`src/hdl/core_pkg.sv`:
```
package core_pkg;

	typedef logic [15:0] word_t;
	typedef logic [7:0] byte_t;
	typedef logic [15:0] addr_t;
	// opcode in [7:0], operand little-endian in [23:8]
	typedef logic [23:0] inst_t;
	typedef logic [1:0] byte_en_t;
	typedef logic reg_idx_t;

	localparam reg_idx_t REG_X = 1'b0;
	localparam reg_idx_t REG_Y = 1'b1;

	typedef enum logic [1:0] {
		OPSEL_REG,
		OPSEL_MEM,
		OPSEL_IMM
	} opsel_t;

endpackage

```
`src/hdl/isa_pkg.sv`:
```
package isa_pkg;

	typedef logic [2:0] flags_t;

	localparam int FLAG_C = 0;
	localparam int FLAG_Z = 1;
	localparam int FLAG_N = 2;

	typedef enum logic [7:0] {
		NOP         = 8'h00,
		TRAP        = 8'h01,
		ADDW_Y_X    = 8'h02,
		LD_XL_IMMD  = 8'h10,
		ADD_XL_IMMD = 8'h11,
		SUB_XL_IMMD = 8'h12,
		AND_XL_IMMD = 8'h13,
		OR_XL_IMMD  = 8'h14,
		XOR_XL_IMMD = 8'h15,
		ADD_XL_DIR  = 8'h20,
		LD_XL_DIR   = 8'h21,
		LD_DIR_XL   = 8'h22,
		LDW_Y_DIR   = 8'h23,
		LDW_DIR_Y   = 8'h24,
		LDW_Y_IMMD  = 8'h25,
		JP_IMMD     = 8'h26,
		JR_D        = 8'h30,
		JRZ_D       = 8'h31,
		JRNZ_D      = 8'h32,
		JRC_D       = 8'h33,
		JRN_D       = 8'h34
	} opcode_t;

	typedef enum logic [2:0] {
		PASS,
		PASSW,
		ADD,
		SUB,
		AND,
		OR,
		XOR,
		ADDW
	} alu_op_t;

	// bytes per instruction, opcode included
	function automatic logic [1:0] inst_len(opcode_t op);
		case (op)
			LDW_Y_IMMD, ADD_XL_DIR, LD_XL_DIR, LD_DIR_XL, LDW_Y_DIR, LDW_DIR_Y, JP_IMMD:
				inst_len = 2'd3;
			LD_XL_IMMD, ADD_XL_IMMD, SUB_XL_IMMD, AND_XL_IMMD, OR_XL_IMMD, XOR_XL_IMMD,
			JR_D, JRZ_D, JRNZ_D, JRC_D, JRN_D:
				inst_len = 2'd2;
			default:
				inst_len = 2'd1;
		endcase
	endfunction

endpackage
```
`src/hdl/cpu.sv`:
```
`timescale 1ns/1ps

module cpu #(
	parameter core_pkg::addr_t RESET_PC = 16'h4000
) (
	input  logic               clk,
	input  logic               reset,
	output core_pkg::addr_t    iread_addr,
	input  core_pkg::inst_t    iread_data,
	output core_pkg::addr_t    dread_addr,
	input  core_pkg::word_t    dread_data,
	output core_pkg::addr_t    dwrite_addr,
	output core_pkg::word_t    dwrite_data,
	output core_pkg::byte_en_t dwrite_en,
	output logic               trap
);

	core_pkg::inst_t inst;
	core_pkg::inst_t next_inst;
	isa_pkg::alu_op_t alu_op;
	core_pkg::opsel_t opa_sel;
	core_pkg::opsel_t opb_sel;
	core_pkg::reg_idx_t reg_idx;
	core_pkg::byte_en_t reg_we;
	logic flag_we;
	core_pkg::byte_en_t mem_we;
	core_pkg::reg_idx_t mem_src;
	logic is_trap;
	core_pkg::word_t x;
	core_pkg::word_t y;
	core_pkg::word_t imm;
	core_pkg::word_t opa;
	core_pkg::word_t opb;
	core_pkg::word_t result;
	logic alu_c;
	logic alu_z;
	logic alu_n;
	isa_pkg::flags_t alu_flags;
	isa_pkg::flags_t next_flags;

	fetch_unit #(
		.RESET_PC(RESET_PC)
	) fetch0 (
		.clk(clk),
		.reset(reset),
		.iread_data(iread_data),
		.next_flags(next_flags),
		.iread_addr(iread_addr),
		.inst(inst),
		.next_inst(next_inst)
	);

	decoder dec0 (
		.inst(inst),
		.alu_op(alu_op),
		.opa_sel(opa_sel),
		.opb_sel(opb_sel),
		.reg_idx(reg_idx),
		.reg_we(reg_we),
		.flag_we(flag_we),
		.mem_we(mem_we),
		.mem_src(mem_src),
		.is_trap(is_trap)
	);

	assign imm = inst[23:8];

	// a takes the destination register, b only ever needs x
	always_comb
	begin
		case (opa_sel)
			core_pkg::OPSEL_MEM:
				opa = dread_data;
			core_pkg::OPSEL_IMM:
				opa = imm;
			default:
				opa = (reg_idx == core_pkg::REG_Y) ? y : x;
		endcase
		case (opb_sel)
			core_pkg::OPSEL_MEM:
				opb = dread_data;
			core_pkg::OPSEL_IMM:
				opb = imm;
			default:
				opb = x;
		endcase
	end

	alu alu0 (
		.op(alu_op),
		.a(opa),
		.b(opb),
		.result(result),
		.c(alu_c),
		.z(alu_z),
		.n(alu_n)
	);

	always_comb
	begin
		alu_flags = '0;
		alu_flags[isa_pkg::FLAG_C] = alu_c;
		alu_flags[isa_pkg::FLAG_Z] = alu_z;
		alu_flags[isa_pkg::FLAG_N] = alu_n;
	end

	regfile rf0 (
		.clk(clk),
		.reset(reset),
		.reg_idx(reg_idx),
		.reg_we(reg_we),
		.wdata(result),
		.flag_we(flag_we),
		.alu_flags(alu_flags),
		.x(x),
		.y(y),
		.flags(),
		.next_flags(next_flags)
	);

	mem_port mport0 (
		.clk(clk),
		.reset(reset),
		.inst(inst),
		.next_inst(next_inst),
		.mem_we(mem_we),
		.mem_src(mem_src),
		.x(x),
		.y(y),
		.is_trap(is_trap),
		.dread_addr(dread_addr),
		.dwrite_addr(dwrite_addr),
		.dwrite_data(dwrite_data),
		.dwrite_en(dwrite_en),
		.trap(trap)
	);

endmodule

```
`src/hdl/mem_port.sv`:
```
`timescale 1ns/1ps

module mem_port (
	input  logic               clk,
	input  logic               reset,
	input  core_pkg::inst_t    inst,
	input  core_pkg::inst_t    next_inst,
	input  core_pkg::byte_en_t mem_we,
	input  core_pkg::reg_idx_t mem_src,
	input  core_pkg::word_t    x,
	input  core_pkg::word_t    y,
	input  logic               is_trap,
	output core_pkg::addr_t    dread_addr,
	output core_pkg::addr_t    dwrite_addr,
	output core_pkg::word_t    dwrite_data,
	output core_pkg::byte_en_t dwrite_en,
	output logic               trap
);

	// issued one cycle early so the data lines up with execute
	assign dread_addr = next_inst[23:8];

	assign dwrite_addr = inst[23:8];
	assign dwrite_data = (mem_src == core_pkg::REG_Y) ? y : x;
	assign dwrite_en = reset ? 2'b00 : mem_we;

	always_ff @(posedge clk)
	begin
		if (reset)
			trap <= 1'b0;
		else
			trap <= is_trap;
	end

endmodule

```
`src/hdl/regfile.sv`:
```
`timescale 1ns/1ps

module regfile (
	input  logic               clk,
	input  logic               reset,
	input  core_pkg::reg_idx_t reg_idx,
	input  core_pkg::byte_en_t reg_we,
	input  core_pkg::word_t    wdata,
	input  logic               flag_we,
	input  isa_pkg::flags_t    alu_flags,
	output core_pkg::word_t    x,
	output core_pkg::word_t    y,
	output isa_pkg::flags_t    flags,
	output isa_pkg::flags_t    next_flags
);

	// flags as they will be after this edge
	assign next_flags = flag_we ? alu_flags : flags;

	always_ff @(posedge clk)
	begin
		if (reset)
		begin
			x <= '0;
			y <= '0;
			flags <= '0;
		end
		else
		begin
			if (reg_we[0])
			begin
				if (reg_idx == core_pkg::REG_Y)
					y[7:0] <= wdata[7:0];
				else
					x[7:0] <= wdata[7:0];
			end
			if (reg_we[1])
			begin
				if (reg_idx == core_pkg::REG_Y)
					y[15:8] <= wdata[15:8];
				else
					x[15:8] <= wdata[15:8];
			end
			flags <= next_flags;
		end
	end

endmodule

```
`src/hdl/alu.sv`:
```
`timescale 1ns/1ps

module alu (
	input  isa_pkg::alu_op_t op,
	input  core_pkg::word_t  a,
	input  core_pkg::word_t  b,
	output core_pkg::word_t  result,
	output logic             c,
	output logic             z,
	output logic             n
);

	logic [8:0] r9;
	logic [16:0] r17;
	logic wide;
	core_pkg::byte_t res_lo;

	always_comb
	begin
		r9 = '0;
		r17 = '0;
		wide = 1'b0;
		c = 1'b0;
		case (op)
			isa_pkg::PASSW:
			begin
				r17 = {1'b0, a};
				wide = 1'b1;
			end
			isa_pkg::ADD:
			begin
				r9 = {1'b0, a[7:0]} + {1'b0, b[7:0]};
				c = r9[8];
			end
			// borrow out of bit 7
			isa_pkg::SUB:
			begin
				r9 = {1'b0, a[7:0]} - {1'b0, b[7:0]};
				c = r9[8];
			end
			isa_pkg::AND:
				r9 = {1'b0, a[7:0] & b[7:0]};
			isa_pkg::OR:
				r9 = {1'b0, a[7:0] | b[7:0]};
			isa_pkg::XOR:
				r9 = {1'b0, a[7:0] ^ b[7:0]};
			isa_pkg::ADDW:
			begin
				r17 = {1'b0, a} + {1'b0, b};
				c = r17[16];
				wide = 1'b1;
			end
			default:
				r9 = {1'b0, a[7:0]};
		endcase
	end

	assign res_lo = r9[7:0];
	// byte ops keep the high byte of a
	assign result = wide ? r17[15:0] : {a[15:8], res_lo};
	assign z = wide ? (result == 16'h0000) : (res_lo == 8'h00);
	assign n = wide ? result[15] : res_lo[7];

endmodule

```
`src/hdl/decoder.sv`:
```
`timescale 1ns/1ps

module decoder (
	input  core_pkg::inst_t    inst,
	output isa_pkg::alu_op_t   alu_op,
	output core_pkg::opsel_t   opa_sel,
	output core_pkg::opsel_t   opb_sel,
	output core_pkg::reg_idx_t reg_idx,
	output core_pkg::byte_en_t reg_we,
	output logic               flag_we,
	output core_pkg::byte_en_t mem_we,
	output core_pkg::reg_idx_t mem_src,
	output logic               is_trap
);

	isa_pkg::opcode_t opcode;

	assign opcode = isa_pkg::opcode_t'(inst[7:0]);

	always_comb
	begin
		case (opcode)
			isa_pkg::LDW_Y_IMMD, isa_pkg::LDW_Y_DIR:
				alu_op = isa_pkg::PASSW;
			isa_pkg::ADD_XL_IMMD, isa_pkg::ADD_XL_DIR:
				alu_op = isa_pkg::ADD;
			isa_pkg::SUB_XL_IMMD:
				alu_op = isa_pkg::SUB;
			isa_pkg::AND_XL_IMMD:
				alu_op = isa_pkg::AND;
			isa_pkg::OR_XL_IMMD:
				alu_op = isa_pkg::OR;
			isa_pkg::XOR_XL_IMMD:
				alu_op = isa_pkg::XOR;
			isa_pkg::ADDW_Y_X:
				alu_op = isa_pkg::ADDW;
			default:
				alu_op = isa_pkg::PASS;
		endcase
	end

	always_comb
	begin
		opa_sel = core_pkg::OPSEL_REG;
		opb_sel = core_pkg::OPSEL_IMM;
		reg_idx = core_pkg::REG_X;
		reg_we = 2'b00;
		flag_we = 1'b0;
		mem_we = 2'b00;
		mem_src = core_pkg::REG_X;
		is_trap = 1'b0;
		case (opcode)
			isa_pkg::LD_XL_IMMD:
			begin
				opa_sel = core_pkg::OPSEL_IMM;
				reg_we = 2'b01;
			end
			isa_pkg::LDW_Y_IMMD:
			begin
				opa_sel = core_pkg::OPSEL_IMM;
				reg_idx = core_pkg::REG_Y;
				reg_we = 2'b11;
			end
			isa_pkg::ADD_XL_IMMD, isa_pkg::SUB_XL_IMMD, isa_pkg::AND_XL_IMMD,
			isa_pkg::OR_XL_IMMD, isa_pkg::XOR_XL_IMMD:
			begin
				reg_we = 2'b01;
				flag_we = 1'b1;
			end
			isa_pkg::ADD_XL_DIR:
			begin
				opb_sel = core_pkg::OPSEL_MEM;
				reg_we = 2'b01;
				flag_we = 1'b1;
			end
			isa_pkg::LD_XL_DIR:
			begin
				opa_sel = core_pkg::OPSEL_MEM;
				reg_we = 2'b01;
			end
			isa_pkg::LDW_Y_DIR:
			begin
				opa_sel = core_pkg::OPSEL_MEM;
				reg_idx = core_pkg::REG_Y;
				reg_we = 2'b11;
			end
			isa_pkg::LD_DIR_XL:
				mem_we = 2'b01;
			isa_pkg::LDW_DIR_Y:
			begin
				mem_we = 2'b11;
				mem_src = core_pkg::REG_Y;
			end
			isa_pkg::ADDW_Y_X:
			begin
				opb_sel = core_pkg::OPSEL_REG;
				reg_idx = core_pkg::REG_Y;
				reg_we = 2'b11;
				flag_we = 1'b1;
			end
			isa_pkg::TRAP:
				is_trap = 1'b1;
			// jumps are handled in fetch, nothing to write here
			default:
				;
		endcase
	end

endmodule

```
`src/hdl/fetch_unit.sv`:
```
`timescale 1ns/1ps

module fetch_unit #(
	parameter core_pkg::addr_t RESET_PC = 16'h4000
) (
	input  logic            clk,
	input  logic            reset,
	input  core_pkg::inst_t iread_data,
	input  isa_pkg::flags_t next_flags,
	output core_pkg::addr_t iread_addr,
	output core_pkg::inst_t inst,
	output core_pkg::inst_t next_inst
);

	localparam core_pkg::inst_t NOP_INST = {16'h0000, isa_pkg::NOP};

	core_pkg::addr_t pc;
	core_pkg::addr_t next_pc;
	core_pkg::addr_t rel_target;
	isa_pkg::opcode_t next_op;
	logic running;
	logic jump_rel;

	// iread_data is not valid until RESET_PC has been fetched once
	assign next_inst = running ? iread_data : NOP_INST;
	assign next_op = isa_pkg::opcode_t'(next_inst[7:0]);
	assign rel_target = pc + {{8{next_inst[15]}}, next_inst[15:8]};

	// conditions see the flags written by the executing instruction
	always_comb
	begin
		case (next_op)
			isa_pkg::JR_D:
				jump_rel = 1'b1;
			isa_pkg::JRZ_D:
				jump_rel = next_flags[isa_pkg::FLAG_Z];
			isa_pkg::JRNZ_D:
				jump_rel = !next_flags[isa_pkg::FLAG_Z];
			isa_pkg::JRC_D:
				jump_rel = next_flags[isa_pkg::FLAG_C];
			isa_pkg::JRN_D:
				jump_rel = next_flags[isa_pkg::FLAG_N];
			default:
				jump_rel = 1'b0;
		endcase
	end

	always_comb
	begin
		if (reset || !running)
			next_pc = RESET_PC;
		else if (next_op == isa_pkg::JP_IMMD)
			next_pc = next_inst[23:8];
		else if (jump_rel)
			next_pc = rel_target;
		else
			next_pc = pc + core_pkg::addr_t'(isa_pkg::inst_len(next_op));
	end

	assign iread_addr = next_pc;

	always_ff @(posedge clk)
	begin
		pc <= next_pc;
		if (reset)
		begin
			running <= 1'b0;
			inst <= NOP_INST;
		end
		else
		begin
			running <= 1'b1;
			inst <= next_inst;
		end
	end

endmodule

```
`config.mk`:
```
export PLATFORM = sky130hd
export DESIGN_NAME = cpu
export DESIGN_NICKNAME = d
export VERILOG_FILES = /design/src/hdl/core_pkg.sv /design/src/hdl/isa_pkg.sv /design/src/hdl/cpu.sv /design/src/hdl/mem_port.sv /design/src/hdl/regfile.sv /design/src/hdl/alu.sv /design/src/hdl/decoder.sv /design/src/hdl/fetch_unit.sv
export SDC_FILE = /design/constraint.sdc
export NUM_CORES = 1
export LEC_CHECK = 0
export ABC_AREA = 1
export BUFFER_PORTS_ARGS = -buffer_cell sky130_fd_sc_hd__buf_2
export CAP_MARGIN = 0
export CORE_UTILIZATION = 50
export DETAILED_ROUTE_END_ITERATION = 6
export GPL_ROUTABILITY_DRIVEN = 0
export PLACE_DENSITY = 0.72
export SYNTH_ARGS = -nofsm -noshare
export SYNTH_HDL_FRONTEND = slang
export SYNTH_SLANG_ARGS = --single-unit
```
`constraint.sdc`:
```
create_clock -name clk -period 8.88 [get_ports clk]
set_clock_uncertainty 0.05 [all_clocks]
set_input_delay 0.888 -clock clk [delete_from_list [all_inputs] [get_ports clk]]
set_output_delay 0.888 -clock clk [all_outputs]
set_load 0.005 [all_outputs]
```
==> qor.txt <==
status = finished, violations left
failing checks = DRC
Initial Utilization = 0.511
nets = 1325
sequential share of the synthesized area = 0.218
Post-CTS Repair Setup Buffers = 0
die area = 0.0146 mm^2
CP arrival = 7.27 ns
pwr dens = 128 mW/mm^2
CP dominant cell by count = nand2_1
fin area = 0.00786 mm^2
final hold vios = 0
Worst R2R End = fetch0.pc[13]$_DFF_P_
fin crit share = 0.924
relative max-transition margin = 0.386
vias in the first global route = 6976
P_leak = 4.44 nW
H-tree depth = 3
WHS Path Cells = 2
Hold Crit Endpoint = rf0.x[9]$_SDFFE_PP0P_
remaining antenna violation count = 0
first-pass GRT wire length = 33.2 mm
Max Clock Freq = 0.122 GHz
routed vias = 7649
Post-Synthesis Cells = 1174
Total Power = 1.00 mW
Die Wd = 121 um
cell area after placement = 0.00749 mm^2
Max Cap Viol = 0
Initial DRT Pass Iterations = 7
I/O Buffers = 108
clk root buf = clkbuf_16
Vias/cell = 5.40
largest vdd supply drop = 0.000105 V
WL/cell = 14.6 um
Synth top area share = 0.218
cts hold-fix bufs = 0
reg2reg path depth = 45
Avg Cell Area, Syn = 6.02 um^2
Setup TNS Final = 0 ns
RSZ-0062 raised after global routing = no
flops & latches, synth = 77
total gr overflow = 0
chip height = 121 um
leading area contributor after synthesis = dfxtp_1
Post-Place Setup Slack = 0.754 ns
Min-Delay Startpoint = rf0.x[9]$_SDFFE_PP0P_
hold_ws = 0.426 ns
WS Path Type = reg -> out
CP max stage cell = fa_1
worst-skew pair later-pin latency = 0.33 ns
largest net degree at the start of global routing = 40
CP peak stage delay = 0.51 ns
Hold Crit Class = reg -> reg
endpoint kind of the worst setup timing path = primary output
Area contributors post-synth = dfxtp_1 22%, nand2_1 15%, inv_1 10%
# DRC = 4
worst slew pin tran = 0.919 ns
antenna cells = 0
final wirelength = 20.7 mm
initial antenna violation count = 0
TritonCTS Buffers = 9
post-layout minimum cycle time = 8.21 ns
R2R Path Start = fetch0.inst[0]$_SDFF_PP0_
Synth cell types = 41
total track usage = 0.286
final setup violating endpoints = 0
Inst Count DP = 1400
core area = 0.0138 mm^2
# IOs = 109
non-filler cells, final = 1416
share of cells above drive strength 1 = 0.145
num rows = 43
required time worst endpoint = 7.94 ns
Num Clock Sinks = 77
Mapped Nets = 1268
post-layout util = 0.569
Yosys warnings = 0
worst setup margin = 0.671 ns
TritonCTS clock tree = done
detailed placer's ending HPWL = 16.2 mm
drt first-iter violations = 686
clock buffer depth = 2
area grow syn2layout = 11.4%
Reg clk slew, reported paths = 0.06 ns
Syn Std Cell Area = 0.00706 mm^2
CP startpoint kind = flop
Final Max Slew Viols = 0
R2R setup slack = 1.92 ns
worst-path fanout max = 10
[layout make-up]
| type | instances | area, um^2 |
|---|---|---|
| fill | 1429 | 5960 |
| multi-input combinational | 828 | 4430 |
| sequential | 77 | 1540 |
| inverter | 198 | 751 |
| timing repair buffer | 117 | 612 |
| clock buffer | 11 | 243 |
| tap | 180 | 225 |
| clock inverter | 5 | 58.8 |
[layer usage]
metal  GRT usage  part of all wire  routed length [um]  up-vias
li1            -                 -                   -     3836
met1       0.379              0.44                9150     3402
met5           0                 0                   0        -
met4      0.0910             0.026                 542        0
met3      0.0519             0.084                1750       59
met2       0.466              0.45                9230      352
[Yosys cell counts, drive strengths merged]
library cell    n
clkbuf         21
o21bai          2
nand2         297
o21a            2
nand4          10
a221oi          3
nand3         107
o211ai         23
o22ai          13
a2111oi         2
fa              3
o2111ai         1
a21oi          76
nor2          124
xnor2           3
o221ai          3
a31oi           2
clkinv          2
xor2           12
or2             2
dfxtp          77
nand3b          2
nor3           11
o21ai          71
inv           196
and2            8
ha             49
a211oi          2
buf            50
[how the worst max path moves through the flow]
stage                                   start             end  slack, ns  cells past startpoint
global route        fetch0.inst[0]$_SDFF_PP0_  iread_addr[13]       0.03                     46
floorplan           fetch0.inst[0]$_SDFF_PP0_  iread_addr[14]       1.83                     47
detailed placement  fetch0.inst[7]$_SDFF_PP0_  iread_addr[14]       0.75                     48
finish              fetch0.inst[0]$_SDFF_PP0_  iread_addr[14]       0.67                     48
global placement    fetch0.inst[6]$_SDFF_PP0_  iread_addr[14]       0.80                     48
CTS                 fetch0.inst[7]$_SDFF_PP0_  iread_addr[14]       0.30                     48
[logic make-up after synthesis]
group | count (synthesis) | share of synthesized area
simple gates | 561 | 0.345
flops | 77 | 0.218
fa+ha+maj | 52 | 0.0953
xor+xnor | 15 | 0.0186
buf+inv | 269 | 0.163
compound gates | 200 | 0.160
[placed cells by master, fill, tap and decap left out, types with 3 or more instances in the layout]
| cell type | netlist | final |
|---|---|---|
| clkinvlp_4 | 0 | 4 |
| a21oi_1 | 75 | 73 |
| nor3_1 | 11 | 11 |
| nand3_2 | 8 | 9 |
| buf_4 | 32 | 8 |
| o21ai_1 | 1 | 7 |
| and2_1 | 8 | 8 |
| a21oi_2 | 1 | 3 |
| nor2_1 | 117 | 116 |
| nand3_1 | 99 | 98 |
| o22ai_1 | 13 | 13 |
| nor2_2 | 3 | 3 |
| o21ai_0 | 70 | 63 |
| buf_2 | 10 | 108 |
| a221oi_1 | 3 | 3 |
| nor2_4 | 4 | 5 |
| nand2_2 | 10 | 10 |
| inv_1 | 191 | 189 |
| xor2_1 | 12 | 12 |
| clkbuf_16 | 0 | 9 |
| o211ai_1 | 23 | 23 |
| inv_2 | 5 | 6 |
| nand4_1 | 9 | 9 |
| nand2_1 | 286 | 285 |
| xnor2_1 | 3 | 3 |
| fa_1 | 3 | 3 |
| dfxtp_1 | 77 | 77 |
| ha_1 | 49 | 47 |
[flip-flops by register name, summed over array words and instances, names as in the netlist]
name	count
rf0.flags	3
fetch0.inst	24
rf0.x	16
fetch0.pc	16
rf0.y	16
mport0.trap	1
fetch0.running	1
[critical path, delay by kind of cell (launching register included)]
kind / cells / cell delay, ns
buf+inv: 6 / 0.60
compound gates: 8 / 1.10
fa+ha+maj: 5 / 1.61
xor+xnor: 2 / 0.34
simple gates: 27 / 2.86
flops: 1 / 0.41
[power by group]
part | switching, mW | internal [mW] | total (mW)
clock | 0.143 | 0.226 | 0.369
combinational | 0.178 | 0.0913 | 0.269
sequential | 0.00953 | 0.357 | 0.367
total | 0.330 | 0.674 | 1.00
[timing repair]
item | CTS | global route
hold endpoints to repair | 0 | 0
gates resized for setup | 0 | 24
setup endpoints to repair | 0 | 7
Note: power is estimated with default switching activity, not from simulation.
